<file path="config.mk">
export PLATFORM = sky130hd
export DESIGN_NAME = inner_shuffle
export DESIGN_NICKNAME = d
export VERILOG_FILES = /design/src/hw/shuffle_pkg.sv /design/src/hw/inner_shuffle.sv /design/src/hw/skid_buffer.sv /design/src/hw/read_sched.sv /design/src/hw/page_ctrl.sv /design/src/hw/write_sched.sv /design/src/hw/bank_array.sv
export VERILOG_INCLUDE_DIRS = /design/src /design/src/hw
export SDC_FILE = /design/constraint.sdc
export NUM_CORES = 1
export LEC_CHECK = 0
export BUFFER_PORTS_ARGS = -buffer_cell sky130_fd_sc_hd__buf_2
export CORE_MARGIN = 4
export CORE_UTILIZATION = 25
export CTS_CLUSTER_DIAMETER = 100
export DETAILED_ROUTE_END_ITERATION = 8
export GPL_TIMING_DRIVEN = 0
export SYNTH_ARGS = -nofsm -noshare
export SYNTH_HDL_FRONTEND = slang
export SYNTH_SLANG_ARGS = --single-unit
</file>
<file path="constraint.sdc">
create_clock -name clk -period 4.55 [get_ports clk]
set_input_delay 0.91 -clock clk [delete_from_list [all_inputs] [get_ports clk]]
set_output_delay 0.91 -clock clk [all_outputs]
set_load 0.05 [all_outputs]
</file>
<file path="src/hw/shuffle_settings.svh">
// --------------------
// Transpose unit dimensions
// Element width, lane count and job matrix size, fixed at build time
// --------------------
`ifndef SHUFFLE_SETTINGS_SVH
`define SHUFFLE_SETTINGS_SVH

// Width of one matrix element
`define SHUF_BITS 8

// Lanes per beat, also the number of memory banks
`define SHUF_SIMD 4

// Rows per job, has to be a multiple of SHUF_SIMD
`define SHUF_I 8

// Columns per job
`define SHUF_J 6

`endif
</file>
<file path="src/hw/shuffle_pkg.sv">
// --------------------
// Transpose unit types
// Beat and bank types, page state and the constant read patterns
// --------------------
`include "shuffle_settings.svh"

package shuffle_pkg;

	typedef logic [`SHUF_BITS-1:0] elem_t;
	typedef elem_t [`SHUF_SIMD-1:0] beat_t; // One beat, lane 0 is the lowest element
	typedef logic [$clog2(`SHUF_SIMD)-1:0] lane_t; // Bank or lane index
	typedef lane_t [`SHUF_SIMD-1:0] lane_vec_t; // Bank for each lane

	function automatic int unsigned gcd(int unsigned a, int unsigned b);
		return (b == 0) ? a : gcd(b, a % b);
	endfunction

	localparam int unsigned PAGE_WORDS = `SHUF_I * `SHUF_J / `SHUF_SIMD; // Words per bank page
	localparam int unsigned BANK_DEPTH = 2 * PAGE_WORDS; // Two pages per bank
	localparam int unsigned WR_ROTATIONS = gcd(`SHUF_J, `SHUF_SIMD); // Distinct lane rotations
	localparam int unsigned WR_ROT_PERIOD = `SHUF_J / WR_ROTATIONS; // Writes between rotations
	localparam int unsigned RD_ROT_PERIOD = `SHUF_I / `SHUF_SIMD; // Reads per column

	typedef logic [$clog2(BANK_DEPTH)-1:0] bank_addr_t;
	typedef bank_addr_t [`SHUF_SIMD-1:0] bank_addr_vec_t;

	// Shared write port of all banks
	typedef struct packed {
		logic en;
		bank_addr_t addr;
		beat_t dat; // Already rotated onto the banks
	} bank_wr_t;

	typedef enum logic {PAGE_EMPTY, PAGE_FULL} page_e;

	// Bank that holds lane l of column 0
	function automatic lane_vec_t init_rd_pattern();
		lane_vec_t pat;
		for (int l = 0; l < `SHUF_SIMD; l++) begin
			pat[l] = lane_t'((l * `SHUF_J + (l * WR_ROTATIONS) / `SHUF_SIMD) % `SHUF_SIMD);
		end
		return pat;
	endfunction

	// Lane served by each bank
	function automatic lane_vec_t inv_rd_pattern(lane_vec_t pat);
		lane_vec_t inv = '0;
		for (int b = 0; b < `SHUF_SIMD; b++) begin
			for (int l = 0; l < `SHUF_SIMD; l++) begin
				if (int'(pat[l]) == b) inv[b] = lane_t'(l); // Pattern is a permutation
			end
		end
		return inv;
	endfunction

	// Next column reads bank pat[l]+1, found as the entry perm[l] of this column
	function automatic lane_vec_t rd_perm_pattern();
		lane_vec_t pat;
		lane_vec_t inv;
		lane_vec_t perm;
		pat = init_rd_pattern();
		inv = inv_rd_pattern(pat);
		for (int l = 0; l < `SHUF_SIMD; l++) begin
			perm[l] = inv[(int'(pat[l]) + 1) % `SHUF_SIMD];
		end
		return perm;
	endfunction

	// Word of row l, column 0 within a page
	function automatic bank_addr_vec_t init_rd_addr();
		bank_addr_vec_t a;
		for (int l = 0; l < `SHUF_SIMD; l++) begin
			a[l] = bank_addr_t'((l * `SHUF_J) / `SHUF_SIMD);
		end
		return a;
	endfunction

endpackage

</file>
<file path="src/hw/inner_shuffle.sv">
// --------------------
// Streaming transpose unit
// Takes an I x J job row-major, SIMD elements per beat, and
// returns it column-major. Two bank pages overlap write and read
// --------------------
`timescale 1ns/1ns
`include "shuffle_settings.svh"

module inner_shuffle
	import shuffle_pkg::*;
(
	input logic clk,
	input logic rst,

	input beat_t idat, // Input stream
	input logic ivld,
	output logic irdy,

	output beat_t odat, // Output stream
	output logic ovld,
	input logic ordy
);

	bank_wr_t bank_wr;
	logic wr_page_done;
	logic wr_page;
	logic rd_allowed;
	logic rd_page;
	logic rd_page_done;
	logic rd_en;
	bank_addr_vec_t rd_addr;
	beat_t bank_q;
	logic obuf_vld; // Read side to skid buffer
	beat_t obuf_dat;
	logic obuf_rdy;

	// Column slices only map onto distinct banks for whole row blocks
	initial begin
		if (`SHUF_I % `SHUF_SIMD != 0) begin
			$fatal(1, "inner_shuffle: I is not a multiple of SIMD");
		end
	end

	write_sched wr_sched0 (.clk, .rst, .idat, .ivld, .irdy, .bank_wr, .wr_page_done, .wr_page);

	page_ctrl page_ctrl0 (.clk, .rst, .wr_page_done, .wr_page, .rd_page_done,
		.irdy, .rd_allowed, .rd_page);

	bank_array banks0 (.clk, .bank_wr, .rd_en, .rd_addr, .bank_q);

	read_sched rd_sched0 (.clk, .rst, .rd_allowed, .rd_page, .rd_page_done,
		.rd_en, .rd_addr, .bank_q, .obuf_vld, .obuf_dat, .obuf_rdy);

	skid_buffer oskid0 (.clk, .rst, .obuf_vld, .obuf_dat, .obuf_rdy, .ovld, .odat, .ordy);

endmodule

</file>
<file path="src/hw/skid_buffer.sv">
// --------------------
// Output skid buffer
// Main and skid register for beats, ready towards the
// read side comes straight from a flop
// --------------------
`timescale 1ns/1ns

module skid_buffer
	import shuffle_pkg::*;
(
	input logic clk,
	input logic rst,

	input logic obuf_vld, // From read_sched
	input beat_t obuf_dat,
	output logic obuf_rdy,

	output logic ovld, // Output stream
	output beat_t odat,
	input logic ordy
);

	logic skid_vld; // Skid register occupied
	beat_t skid_dat;
	logic in_fire;
	logic main_free; // Main register empty or being taken

	assign in_fire = obuf_vld && obuf_rdy;
	assign main_free = !ovld || ordy;
	assign obuf_rdy = !skid_vld;

	always_ff @(posedge clk) begin
		if (rst) begin
			ovld <= 1'b0;
			skid_vld <= 1'b0;
		end else if (main_free) begin
			ovld <= skid_vld || in_fire; // Skid drains first, no input then
			skid_vld <= 1'b0;
		end else if (in_fire) begin
			skid_vld <= 1'b1; // Main stalled, park the beat
		end
	end

	always_ff @(posedge clk) begin
		if (main_free) begin
			if (skid_vld) odat <= skid_dat;
			else if (in_fire) odat <= obuf_dat;
		end else if (in_fire) begin
			skid_dat <= obuf_dat;
		end
	end

endmodule

</file>
<file path="src/hw/read_sched.sv">
// --------------------
// Read scheduler
// Walks the job column by column, SIMD rows per read, and
// steers one address to each bank from the rotating bank pattern.
// Bank data is put back into lane order one cycle later
// --------------------
`timescale 1ns/1ns
`include "shuffle_settings.svh"

module read_sched
	import shuffle_pkg::*;
(
	input logic clk,
	input logic rst,

	input logic rd_allowed, // Current read page is full
	input logic rd_page,
	output logic rd_page_done, // Last read of the page accepted

	output logic rd_en,
	output bank_addr_vec_t rd_addr,
	input beat_t bank_q,

	output logic obuf_vld, // Beat towards the skid buffer
	output beat_t obuf_dat,
	input logic obuf_rdy
);

	typedef logic [$clog2(`SHUF_I+1)-1:0] row_t;
	typedef logic [$clog2(`SHUF_J+1)-1:0] col_t;

	localparam lane_vec_t RD_INIT_PAT = init_rd_pattern();
	localparam lane_vec_t RD_INIT_INV = inv_rd_pattern(RD_INIT_PAT);
	localparam lane_vec_t RD_PERM = rd_perm_pattern();
	localparam bank_addr_vec_t RD_ADDR_INIT = init_rd_addr();
	localparam bank_addr_t ROW_STEP = bank_addr_t'(`SHUF_J); // Next SIMD rows
	localparam bank_addr_t COL_REWIND = bank_addr_t'((RD_ROT_PERIOD - 1) * `SHUF_J);
	localparam row_t ROW_LAST = row_t'(`SHUF_I - `SHUF_SIMD);
	localparam col_t COL_LAST = col_t'(`SHUF_J - 1);

	row_t rd_row; // 0, SIMD, .., I-SIMD
	col_t rd_col; // 0 .. J-1
	logic rd_go; // Read issued this cycle
	logic row_last;
	logic col_last;
	logic page_end;
	bank_addr_vec_t lane_addr; // Word of each lane within the page
	logic [`SHUF_SIMD-1:0] hor_inc; // Lane row crosses a word at the next column
	lane_vec_t rd_pat; // Bank read by each lane
	lane_vec_t rd_inv; // Lane served by each bank
	lane_vec_t pat_next;
	lane_vec_t inv_next;
	lane_vec_t rd_pat_q; // Pattern of the read in flight
	bank_addr_t page_base;

	assign rd_go = rd_allowed && obuf_rdy;
	assign rd_en = rd_go;
	assign row_last = (rd_row == ROW_LAST);
	assign col_last = (rd_col == COL_LAST);
	assign page_end = row_last && col_last;
	assign rd_page_done = rd_go && page_end;

	// --------------------
	// Column/row cursor
	always_ff @(posedge clk) begin
		if (rst) begin
			rd_row <= '0;
			rd_col <= '0;
		end else if (rd_go) begin
			if (row_last) begin
				rd_row <= '0;
				rd_col <= col_last ? '0 : rd_col + col_t'(1);
			end else begin
				rd_row <= rd_row + row_t'(`SHUF_SIMD);
			end
		end
	end

	always_comb begin
		for (int l = 0; l < `SHUF_SIMD; l++) begin
			hor_inc[l] = ((l * `SHUF_J + int'(rd_col) + 1) % `SHUF_SIMD) == 0;
			pat_next[l] = rd_pat[RD_PERM[l]]; // Every lane moves one bank up
			inv_next[l] = rd_inv[(l + `SHUF_SIMD - 1) % `SHUF_SIMD];
		end
	end

	// --------------------
	// Lane addresses and bank pattern
	always_ff @(posedge clk) begin
		if (rst) begin
			lane_addr <= RD_ADDR_INIT;
			rd_pat <= RD_INIT_PAT;
			rd_inv <= RD_INIT_INV;
		end else if (rd_go) begin
			if (page_end) begin
				lane_addr <= RD_ADDR_INIT; // Start of the next page
				rd_pat <= RD_INIT_PAT;
				rd_inv <= RD_INIT_INV;
			end else if (row_last) begin
				// Back to the top rows, one column right
				for (int l = 0; l < `SHUF_SIMD; l++) begin
					lane_addr[l] <= lane_addr[l] - COL_REWIND + bank_addr_t'(hor_inc[l]);
				end
				rd_pat <= pat_next;
				rd_inv <= inv_next;
			end else begin
				for (int l = 0; l < `SHUF_SIMD; l++) begin
					lane_addr[l] <= lane_addr[l] + ROW_STEP;
				end
			end
		end
	end

	assign page_base = rd_page ? bank_addr_t'(PAGE_WORDS) : '0;

	always_comb begin
		for (int b = 0; b < `SHUF_SIMD; b++) begin
			rd_addr[b] = page_base + lane_addr[rd_inv[b]];
		end
	end

	// --------------------
	// Output stage, beat held while obuf_rdy is low
	always_ff @(posedge clk) begin
		if (rst) obuf_vld <= 1'b0;
		else if (rd_go) obuf_vld <= 1'b1;
		else if (obuf_rdy) obuf_vld <= 1'b0; // Pending beat taken
	end

	always_ff @(posedge clk) begin
		if (rd_go) rd_pat_q <= rd_pat;
	end

	always_comb begin
		for (int l = 0; l < `SHUF_SIMD; l++) begin
			obuf_dat[l] = bank_q[rd_pat_q[l]];
		end
	end

endmodule

</file>
<file path="src/hw/page_ctrl.sv">
// --------------------
// Page control
// Empty/full state of both bank pages, input and read permission
// --------------------
`timescale 1ns/1ns

module page_ctrl
	import shuffle_pkg::*;
(
	input logic clk,
	input logic rst,

	input logic wr_page_done, // Pulse from write_sched
	input logic wr_page,
	input logic rd_page_done, // Last read of rd_page issued

	output logic irdy,
	output logic rd_allowed,
	output logic rd_page // Page being read
);

	page_e page_state [2];
	logic both_full;
	logic closing; // Page about to fill while the other one is still full

	always_ff @(posedge clk) begin
		if (rst) begin
			page_state[0] <= PAGE_EMPTY;
			page_state[1] <= PAGE_EMPTY;
			rd_page <= 1'b0;
		end else begin
			if (wr_page_done) page_state[wr_page] <= PAGE_FULL;
			// Never the same page as the write above
			if (rd_page_done) begin
				page_state[rd_page] <= PAGE_EMPTY;
				rd_page <= ~rd_page;
			end
		end
	end

	assign both_full = (page_state[0] == PAGE_FULL) && (page_state[1] == PAGE_FULL);
	assign closing = wr_page_done && (page_state[~wr_page] == PAGE_FULL);

	assign irdy = !both_full && !closing; // Writer already points at the other page
	assign rd_allowed = (page_state[rd_page] == PAGE_FULL);

endmodule

</file>
<file path="src/hw/write_sched.sv">
// --------------------
// Write scheduler
// Sequential write address over both pages and periodic unit rotation
// of the input lanes so every column slice lands in distinct banks
// --------------------
`timescale 1ns/1ns
`include "shuffle_settings.svh"

module write_sched
	import shuffle_pkg::*;
(
	input logic clk,
	input logic rst,

	input beat_t idat, // Row-major input beat
	input logic ivld,
	input logic irdy,

	output bank_wr_t bank_wr, // To all banks
	output logic wr_page_done, // One cycle pulse when a page is finished
	output logic wr_page // Page that finished
);

	typedef logic [$clog2(WR_ROT_PERIOD+1)-1:0] rep_t;

	localparam rep_t REP_LAST = rep_t'(WR_ROT_PERIOD - 1);
	localparam lane_t ROT_LAST = lane_t'(WR_ROTATIONS - 1);
	localparam bank_addr_t PAGE0_LAST = bank_addr_t'(PAGE_WORDS - 1);
	localparam bank_addr_t PAGE1_LAST = bank_addr_t'(BANK_DEPTH - 1);

	logic wr_fire; // Beat accepted this cycle
	bank_addr_t wr_addr; // 0 .. 2*PAGE_WORDS-1
	rep_t rep_cnt; // Writes since the last rotation
	lane_t rot_cnt; // Current lane offset up to WR_ROTATIONS-1
	logic rotate;

	assign wr_fire = ivld && irdy;
	assign rotate = (rep_cnt == REP_LAST); // Last write before the next rotation

	// --------------------
	// Address and rotation counters
	always_ff @(posedge clk) begin
		if (rst) begin
			wr_addr <= '0;
			rep_cnt <= '0;
			rot_cnt <= '0;
		end else if (wr_fire) begin
			wr_addr <= (wr_addr == PAGE1_LAST) ? '0 : wr_addr + bank_addr_t'(1);
			rep_cnt <= rotate ? '0 : rep_cnt + rep_t'(1);
			if (rotate) begin
				rot_cnt <= (rot_cnt == ROT_LAST) ? '0 : rot_cnt + lane_t'(1);
			end
		end
	end

	// Bank b takes lane b-rot_cnt and is written on the accept edge
	always_comb begin
		bank_wr.en = wr_fire;
		bank_wr.addr = wr_addr;
		for (int b = 0; b < `SHUF_SIMD; b++) begin
			bank_wr.dat[b] = idat[(b + `SHUF_SIMD - int'(rot_cnt)) % `SHUF_SIMD];
		end
	end

	// --------------------
	// Page completion
	always_ff @(posedge clk) begin
		if (rst) begin
			wr_page_done <= 1'b0;
			wr_page <= 1'b0;
		end else begin
			wr_page_done <= wr_fire && (wr_addr == PAGE0_LAST || wr_addr == PAGE1_LAST);
			if (wr_fire && wr_addr == PAGE0_LAST) wr_page <= 1'b0;
			if (wr_fire && wr_addr == PAGE1_LAST) wr_page <= 1'b1;
		end
	end

endmodule

</file>
<file path="src/hw/bank_array.sv">
// --------------------
// Bank array
// SIMD two-page memories, one common write port,
// separate read address per bank, registered read
// --------------------
`timescale 1ns/1ns
`include "shuffle_settings.svh"

module bank_array
	import shuffle_pkg::*;
(
	input logic clk,

	input bank_wr_t bank_wr, // Common write port

	input logic rd_en, // Read strobe for all banks
	input bank_addr_vec_t rd_addr, // One address per bank
	output beat_t bank_q // Bank b on element b
);

	// --------------------
	// One memory per bank
	for (genvar b = 0; b < `SHUF_SIMD; b++) begin : gen_bank
		elem_t mem [BANK_DEPTH]; // Page 0 low, page 1 high
		elem_t q; // Read data register

		always_ff @(posedge clk) begin
			if (bank_wr.en) begin
				mem[bank_wr.addr] <= bank_wr.dat[b];
			end
			// Old data when the same word is written on this edge
			if (rd_en) begin
				q <= mem[rd_addr[b]];
			end
		end

		assign bank_q[b] = q;
	end

endmodule

</file>
==> flow_summary_export.csv, run 1 <==
group,metric,value,unit
floorplan,dieArea,0.162,sq mm
power_and_ir_drop,combPwrFrac,2.3,%
layout,nets,2474,
drt,viasPerCell,4.62,
drt,wirelength,101,mm
timing,finalHoldViolCount,0,
critical_path,critPathMaxFanout,7,
synthesis,ys_seq_elements,931,
placement,routabilityCongestion,0.797,
drt,wl_met3,7.75,mm
critical_path,reg2reg_slack,-0.04,ns
run_status,violations,"negative setup slack",
global_routing,first_global_vias,20800,
critical_path,critPathArrivalTime,4.84,ns
timing,post-route-min-period,4.59,ns
drt,routedWlPerCell,22.3,microns
clocking,tritoncts,"done",
min_path,holdPathStages,0,
layout,area_delta_synth_final,17.8,%
critical_path,startpoint_type,"flop",
timing,slew_viol_final,0,
drt,wl_met2,44.2,mm
timing,finalSetupViolations,1,
synthesis,yosysTopAreaCellShare,67.2,%
power_and_ir_drop,p_seq_share,54.5,%
synthesis,ys_top_cells_by_area,"edfxtp_1 67%, mux2i_1 11%, mux4_2 6.6%",
timing,setup_slack,-0.0368,ns
floorplan,start_util,25.2,%
placement,hpwl,68.7,mm
power_and_ir_drop,finalPower,0.0174,W
run_status,outcome,"complete, but fails checks",
min_path,hp-start,"rd_sched0.pat_next[6]",
global_routing,overflow,0,
synthesis,syn_area,0.0390,sq mm
placement,placedCellCount,4353,
floorplan,die_w,403,microns
synthesis,synth_top_flop_cell,"edfxtp_1",
power_and_ir_drop,p_sw_share,20.5,%
synthesis,synth_edf_count,872,
power_and_ir_drop,peakVddDrop,0.000334,V
synthesis,syn_nets,2272,
floorplan,core,0.154,sq mm
global_routing,antenna_found_initial,6,
synthesis,synth-async-reset-ratio,0,%
clocking,htreeDepth,3,
timing,rsz0062_at_grt,"no",
timing,slew_headroom,7.31,%
critical_path,crit_path_top_delay_cell,"a211oi_1",
timing,worstMarginPinSlew,1.38,ns
clocking,hold_buffers,0,
floorplan,fp.dieH,403,microns
power_and_ir_drop,internal_power,0.0138,W
drt,dr.first_iter.drc_count,2205,
drt,ant_nets,0,
drt,drc,0,
clocking,clock_sinks,931,
clocking,cts-root-buf,"clkbuf_16",
timing,period_share,101,%
global_routing,track_usage,12.1,%
drt,num_vias,20900,
critical_path,r2r-start,"rd_sched0.inv_next[7]",
synthesis,synth_area_leader_cell,"edfxtp_1",
power_and_ir_drop,cellPowerDensity,378,mW/mm^2
critical_path,cp-end-kind,"flop",
synthesis,yosys_warnings,0,
layout,multi_input_area,0.0110,sq mm
placement,io_buffer_count,69,
synthesis,synth.distinct_cells,54,
min_path,worstHoldEndpoint,"rd_sched0.rd_pat_q[0]",
timing,fin_skew,0.0347,ns
critical_path,r2r_end,"banks0.gen_bank[2].q[1]",
layout,ff_latch_area,0.0274,sq mm
floorplan,rows,144,
critical_path,ff2ff_path_depth,9,
drt,wl_met1,46.1,mm
synthesis,netlist_instances,2202,
layout,num-fill-cells,15100,
critical_path,critPathLaunch,"rd_sched0.inv_next[7]",
clocking,clkLatencyLatePin,0.67,ns
power_and_ir_drop,power_frac_clock,43.2,%
drt,routed.top_layer,"met4",
synthesis,syn_area_per_cell,17.7,sq um
min_path,hold_path_class,"reg -> reg",
critical_path,worstSetupPathType,"reg -> reg",
placement,post-place-ws,0.0139,ns
critical_path,path_cells,"clkbuf_1 > mux4_2 > ha_1 > inv_1 > fa_1 > clkinv_1 > mux4_2 > nor2b_1 > a211oi_1",
global_routing,grt_pass1_wl,145,mm
power_and_ir_drop,leakagePower,14.7,nW
timing,fin_setup_tns,-0.0368,ns
global_routing,grt_max_degree,39,
layout,drive_gt1_share,20.2,%
critical_path,crit_path_max_incr_delay,1.07,ns
timing,max_freq,0.218,GHz
critical_path,cp.required,4.81,ns
clocking,cts_made_buffers,93,
clocking,cts.clk_slew.worst_paths,0.06,ns
critical_path,crit_top_cell,"mux4_2",
power_and_ir_drop,p_sw,0.00356,W
drt,dr.pass1.iters,5,
job,drv_cap,0,
floorplan,ios,70,
layout,final_cells,4526,
synthesis,yosysSeqAreaShare,70.3,%
clocking,clk_path_buf_depth,3,
==> layout by cell type, fill, tap and decap left out, types with 18 or more instances in the layout <==
cell | netlist | final
nand2_1 | 57 | 57
mux2i_1 | 426 | 426
clkbuf_16 | 0 | 94
buf_12 | 0 | 19
edfxtp_1 | 872 | 872
inv_1 | 33 | 33
a22oi_1 | 40 | 40
nor3_1 | 24 | 24
a21oi_1 | 53 | 53
buf_4 | 25 | 26
mux2_2 | 56 | 56
buf_2 | 34 | 103
dfxtp_1 | 59 | 59
nor2b_1 | 18 | 18
nor2_1 | 77 | 53
mux4_2 | 114 | 114
ha_1 | 30 | 30
clkbuf_1 | 42 | 68
clkinv_1 | 1 | 22
nor2_4 | 0 | 24
o22ai_1 | 35 | 35
==> timing repair <==
action                                  CTS  global route
gates resized for setup                   1             3
endpoints found under the setup margin    1           241
buffers inserted                          0             0
==> synthesized netlist by cell type, types with 5 or more instances <==
library cell / number
and2_1: 14
clkbuf_1: 42
a31oi_1: 8
mux2i_1: 426
a211oi_1: 14
mux2_2: 56
ha_1: 30
edfxtp_1: 872
buf_4: 25
xnor2_1: 16
dfxtp_1: 59
o21ai_0: 14
o21bai_1: 11
nand3_1: 17
o22ai_1: 35
mux4_1: 5
or3_1: 7
nand2_1: 57
mux4_2: 114
nor2_1: 77
buf_1: 12
buf_2: 34
a221o_1: 7
a221oi_1: 7
o211ai_1: 7
inv_1: 33
nand2b_1: 14
a22oi_1: 40
nand4_1: 5
nor2b_1: 18
nor3_1: 24
a21oi_1: 53
==> metal layers <==
metal  global-route usage (%)  vias up
li1                         -     9205
met1                     17.3    10800
met2                     18.1      729
met3                     2.91      163
met4                     3.82        0
met5                        0        -
==> power groups by stage <==
| stage | Combinational [W] | Clock [W] | Sequential, W |
|---|---|---|---|
| after detailed placement | 0.000401 | 0 | 0.00965 |
| after floorplan | 0.000184 | 0 | 0.00964 |
| after global routing | 0.000429 | 0.00798 | 0.00946 |
| after global placement | 0.000361 | 0 | 0.00965 |
| after CTS | 0.000402 | 0.00763 | 0.00946 |
| final | 0.000399 | 0.00751 | 0.00946 |
==> registers in the layout (all words and copies together), names as in the netlist, 2 cells and up, named ones only <==
register,cells
wr_sched0.rep_cnt,2
rd_sched0.inv_next,8
banks0.gen_bank.mem,768
oskid0.odat,32
banks0.gen_bank.q,32
page_ctrl0.page_state,2
rd_sched0.rd_pat_q,8
wr_sched0.wr_addr,5
wr_sched0.rot_cnt,2
rd_sched0.pat_next,8
rd_sched0.rd_row,2
oskid0.skid_dat,32
rd_sched0.lane_addr,20
rd_sched0.rd_col,3
==> critical path: cells and delay by family, from the launching register on <==
family / cells / cell delay, ns
AO/OA/AOI/OAI: 1 / 1.07
adder cells (fa/ha/maj): 2 / 0.90
multiplexers: 2 / 0.88
buffers and inverters: 3 / 0.85
flip-flops: 1 / 0.31
AND/OR/NAND/NOR: 1 / 0.15
==> through the flow <==
step / utilization [%] / instance area [sq um] / hold WS [ns]
after CTS: 29.7 / 45900 / 0.458
after global placement: 27.1 / 41900 / 0.444
after global routing: 29.7 / 45900 / 0.465
after floorplan: - / 39000 / 0.430
after detailed placement: 27.8 / 42900 / 0.443
final: 29.7 / 45900 / 0.461
==> cells by family (layout without fill, tap and decap cells) <==
family	Yosys count	in the layout	share of synthesized area [%]
compound gates	216	216	3.69
xor+xnor	20	20	0.450
fa+ha+maj	34	34	1.17
buf+inv	152	431	1.92
flops	931	931	70.3
mux	601	601	19.5
other cells	0	1	0
simple gates	248	248	3.02
==> layout make-up <==
class / instances / area share (%)
Timing Repair Buffer: 107 / 2.64
Clock inverter: 48 / 1.03
Sequential cell: 931 / 59.6
Tap cell: 2044 / 5.57
Multi-Input combinational cell: 1119 / 24.1
Buffer: 118 / 1.36
Inverter: 34 / 0.278
Clock buffer: 124 / 5.44
Antenna cell: 1 / 0.00545
==> worst max-delay path by stage <==
stage,to,slack [ns],cells after the start
after floorplan,oskid0.skid_dat[0],0.57,2
after global placement,banks0.gen_bank[3].mem[5][0],-1.52,5
after detailed placement,banks0.gen_bank[2].q[5],0.01,9
after CTS,banks0.gen_bank[2].q[4],0.02,9
after global routing,banks0.gen_bank[2].q[1],0.01,9
final,banks0.gen_bank[2].q[1],-0.04,9
(Power assumes the default switching activity.)
==> inputs of run 2 (changes only) <==
--- a/config.mk
+++ b/config.mk
@@ -14,4 +14,5 @@
 export GPL_TIMING_DRIVEN = 0
 export SYNTH_ARGS = -nofsm -noshare
 export SYNTH_HDL_FRONTEND = slang
+export SYNTH_HIERARCHICAL = 1
 export SYNTH_SLANG_ARGS = --single-unit
==> flow_summary_export.csv, run 2 <==
group,metric,value,unit
global_routing,overflow,0,
synthesis,ys_seq_elements,931,
timing,finalSetupViolations,0,
power_and_ir_drop,leakagePower,14.2,nW
synthesis,synth_top_family_by_area,"multiplexers",
timing,slew_headroom,2.10,%
placement,routabilityCongestion,0.785,
layout,area_delta_synth_final,17.3,%
layout,finalCoreUtilization,29.6,%
synthesis,synthAdderAreaFrac,1.08,%
clocking,tritoncts,"done",
layout,final_cell_mix,"872 x edfxtp_1, 212 x mux4_2, 163 x mux2i_1, 115 x buf_2, 99 x clkbuf_16",
critical_path,crit_path_max_incr_delay,1.10,ns
layout,largest_register,"banks0/gen_bank.mem",
placement,io_buffer_count,69,
synthesis,synthMuxAreaShare,18.0,%
synthesis,synth-xor-area-share,0.182,%
run_status,violations,"max-capacitance violations",
drt,num_vias,19800,
critical_path,worst-path-stages,9,
timing,post-route-min-period,4.13,ns
synthesis,synth_edf_count,872,
drt,routedWlPerCell,22.2,microns
floorplan,fp.dieH,401,microns
synthesis,ys_top_cells_by_area,"edfxtp_1 68%, mux4_2 12%, mux2i_1 4.2%",
power_and_ir_drop,finalPower,0.0173,W
clocking,clk_path_buf_depth,3,
floorplan,dieArea,0.160,sq mm
power_and_ir_drop,p_seq_share,54.6,%
global_routing,antenna_found_initial,36,
synthesis,synth-async-reset-ratio,0,%
drt,drc,0,
power_and_ir_drop,peakVddDrop,0.000322,V
power_and_ir_drop,cellPowerDensity,383,mW/mm^2
synthesis,syn_nets,2043,
synthesis,synth_compound_area_share,3.96,%
synthesis,synth-simple-area-share,3.32,%
layout,stdcell_area,0.0452,sq mm
power_and_ir_drop,p_sw,0.00355,W
synthesis,synth_commonest_cells,"872 x edfxtp_1, 212 x mux4_2, 163 x mux2i_1",
placement,hpwl,64.5,mm
run_status,outcome,"complete, but fails checks",
timing,fin_skew,0.0428,ns
synthesis,syn_area_per_cell,19.5,sq um
synthesis,yosysSeqAreaShare,71.0,%
drt,wirelength,95.2,mm
synthesis,yosysMostFrequentCell,"edfxtp_1",
placement,placement.cell_area,0.0422,sq mm
critical_path,cp.required,4.81,ns
synthesis,yosys_warnings,6,
power_and_ir_drop,combPwrFrac,2.0,%
timing,period_share,90.8,%
critical_path,path_cells,"buf_1 > mux4_2 > ha_1 > inv_1 > fa_1 > xnor2_1 > clkbuf_1 > o211ai_1 > o311ai_1",
timing,finalHoldViolCount,0,
clocking,cts_made_buffers,97,
timing,slew_viol_final,0,
global_routing,track_usage,11.6,%
clocking,cts.clk_slew.worst_paths,0.06,ns
power_and_ir_drop,internal_power,0.0138,W
clocking,post_cts_resized,0,
critical_path,ff2ff_path_depth,9,
power_and_ir_drop,power_frac_clock,43.5,%
min_path,holdPathStages,0,
layout,final_common_cell,"edfxtp_1",
floorplan,ios,70,
layout,largest_reg_flops,768,
critical_path,cp_num_buf_inv,3,
layout,drive_gt1_share,26.8,%
layout,nets,2237,
clocking,clock_sinks,931,
critical_path,worstSetupPathType,"reg -> reg",
global_routing,grt_max_degree,44,
critical_path,startpoint_type,"flop",
timing,worstMarginPinSlew,1.45,ns
clocking,htreeDepth,3,
global_routing,grt_pass1_wl,140,mm
timing,whs,0.469,ns
synthesis,synth_area_leader_cell,"edfxtp_1",
job,drv_cap,1,
drt,dr.first_iter.drc_count,2000,
synthesis,yosysTopAreaCellShare,68.0,%
floorplan,start_util,25.2,%
floorplan,die_w,401,microns
synthesis,synth_top_flop_cell,"edfxtp_1",
drt,ant_nets,0,
power_and_ir_drop,p_sw_share,20.5,%
critical_path,critPathArrivalTime,4.39,ns
critical_path,cp-end-kind,"flop",
floorplan,core,0.153,sq mm
critical_path,crit_family,"XOR/XNOR gates",
drt,viasPerCell,4.61,
clocking,cts-root-buf,"clkbuf_16",
timing,rsz0062_at_grt,"no",
floorplan,rows,143,
timing,max_freq,0.242,GHz
min_path,hold_path_class,"reg -> reg",
synthesis,synth.distinct_cells,58,
synthesis,syn_area,0.0385,sq mm
clocking,clkLatencyLatePin,0.67,ns
critical_path,reg2reg_slack,0.42,ns
clocking,hold_buffers,0,
critical_path,critPathMaxFanout,10,
drt,dr.pass1.iters,6,
clocking,postCtsSetupBuffers,0,
synthesis,netlist_instances,1976,
global_routing,first_global_vias,19700,
critical_path,crit_path_top_delay_cell,"xnor2_1",
run 2: per-layer routing:
layer / vias to the layer above / global-route usage [%] / part of all wire (%)
li1: 8583 / - / -
met2: 684 / 18.4 / 47
met3: 150 / 2.55 / 7.5
met5: - / 0 / 0.082
met4: 10 / 3.24 / 2.1
met1: 10300 / 16.1 / 43
run 2: cells by family (layout without fill, tap and decap cells):
family | Yosys count | after routing
adders and majority gates | 31 | 31
muxes | 412 | 412
AOI/OAI and AO/OA | 204 | 204
xor gates and xnor gates | 8 | 8
buffers and inverters | 152 | 423
other | 0 | 15
DFF | 931 | 931
and+or+nand+nor | 238 | 238
run 2: path summary, 6_finish.rpt:
| path | from | endpoint |
|---|---|---|
| setup reg to reg | rd_sched0/inv_next[7] | banks0/gen_bank[2].q[6] |
| hold reg to reg | rd_sched0/pat_next[5] | rd_sched0/rd_pat_q[3] |
| hold / removal | rd_sched0/pat_next[5] | rd_sched0/rd_pat_q[3] |
| setup / recovery | rd_sched0/inv_next[7] | banks0/gen_bank[2].q[6] |
run 2: cell type report:
class	count	area (sq um)
fill	14800	107000
sequential	931	27400
multi-input combinational	893	10400
clock buffer	123	2580
tap	2030	2540
timing repair buffer	95	893
buffer	129	858
clock inverter	53	425
inverter	23	86.3
antenna	15	37.5
run 2: stage by stage:
step | TNS [ns] | worst slack [ns] | cells
2_1_floorplan | 0 | 0.159 | 1976
3_3_place_gp | -717.65 | -1.47 | 4075
3_5_place_dp | 0 | 0.500 | 4101
6_report | 0 | 0.418 | 4292
5_1_grt | 0 | 0.376 | 4280
4_1_cts | 0 | 0.429 | 4277
run 2: power by group through the flow:
| stage | sequential [W] | clock (W) | combinational [W] |
|---|---|---|---|
| final | 0.00945 | 0.00753 | 0.000343 |
| after floorplan | 0.00963 | 0 | 0.000173 |
| after global placement | 0.00963 | 0 | 0.000324 |
| after global routing | 0.00945 | 0.00804 | 0.000374 |
| after CTS | 0.00945 | 0.00766 | 0.000350 |
| after detailed placement | 0.00963 | 0 | 0.000350 |
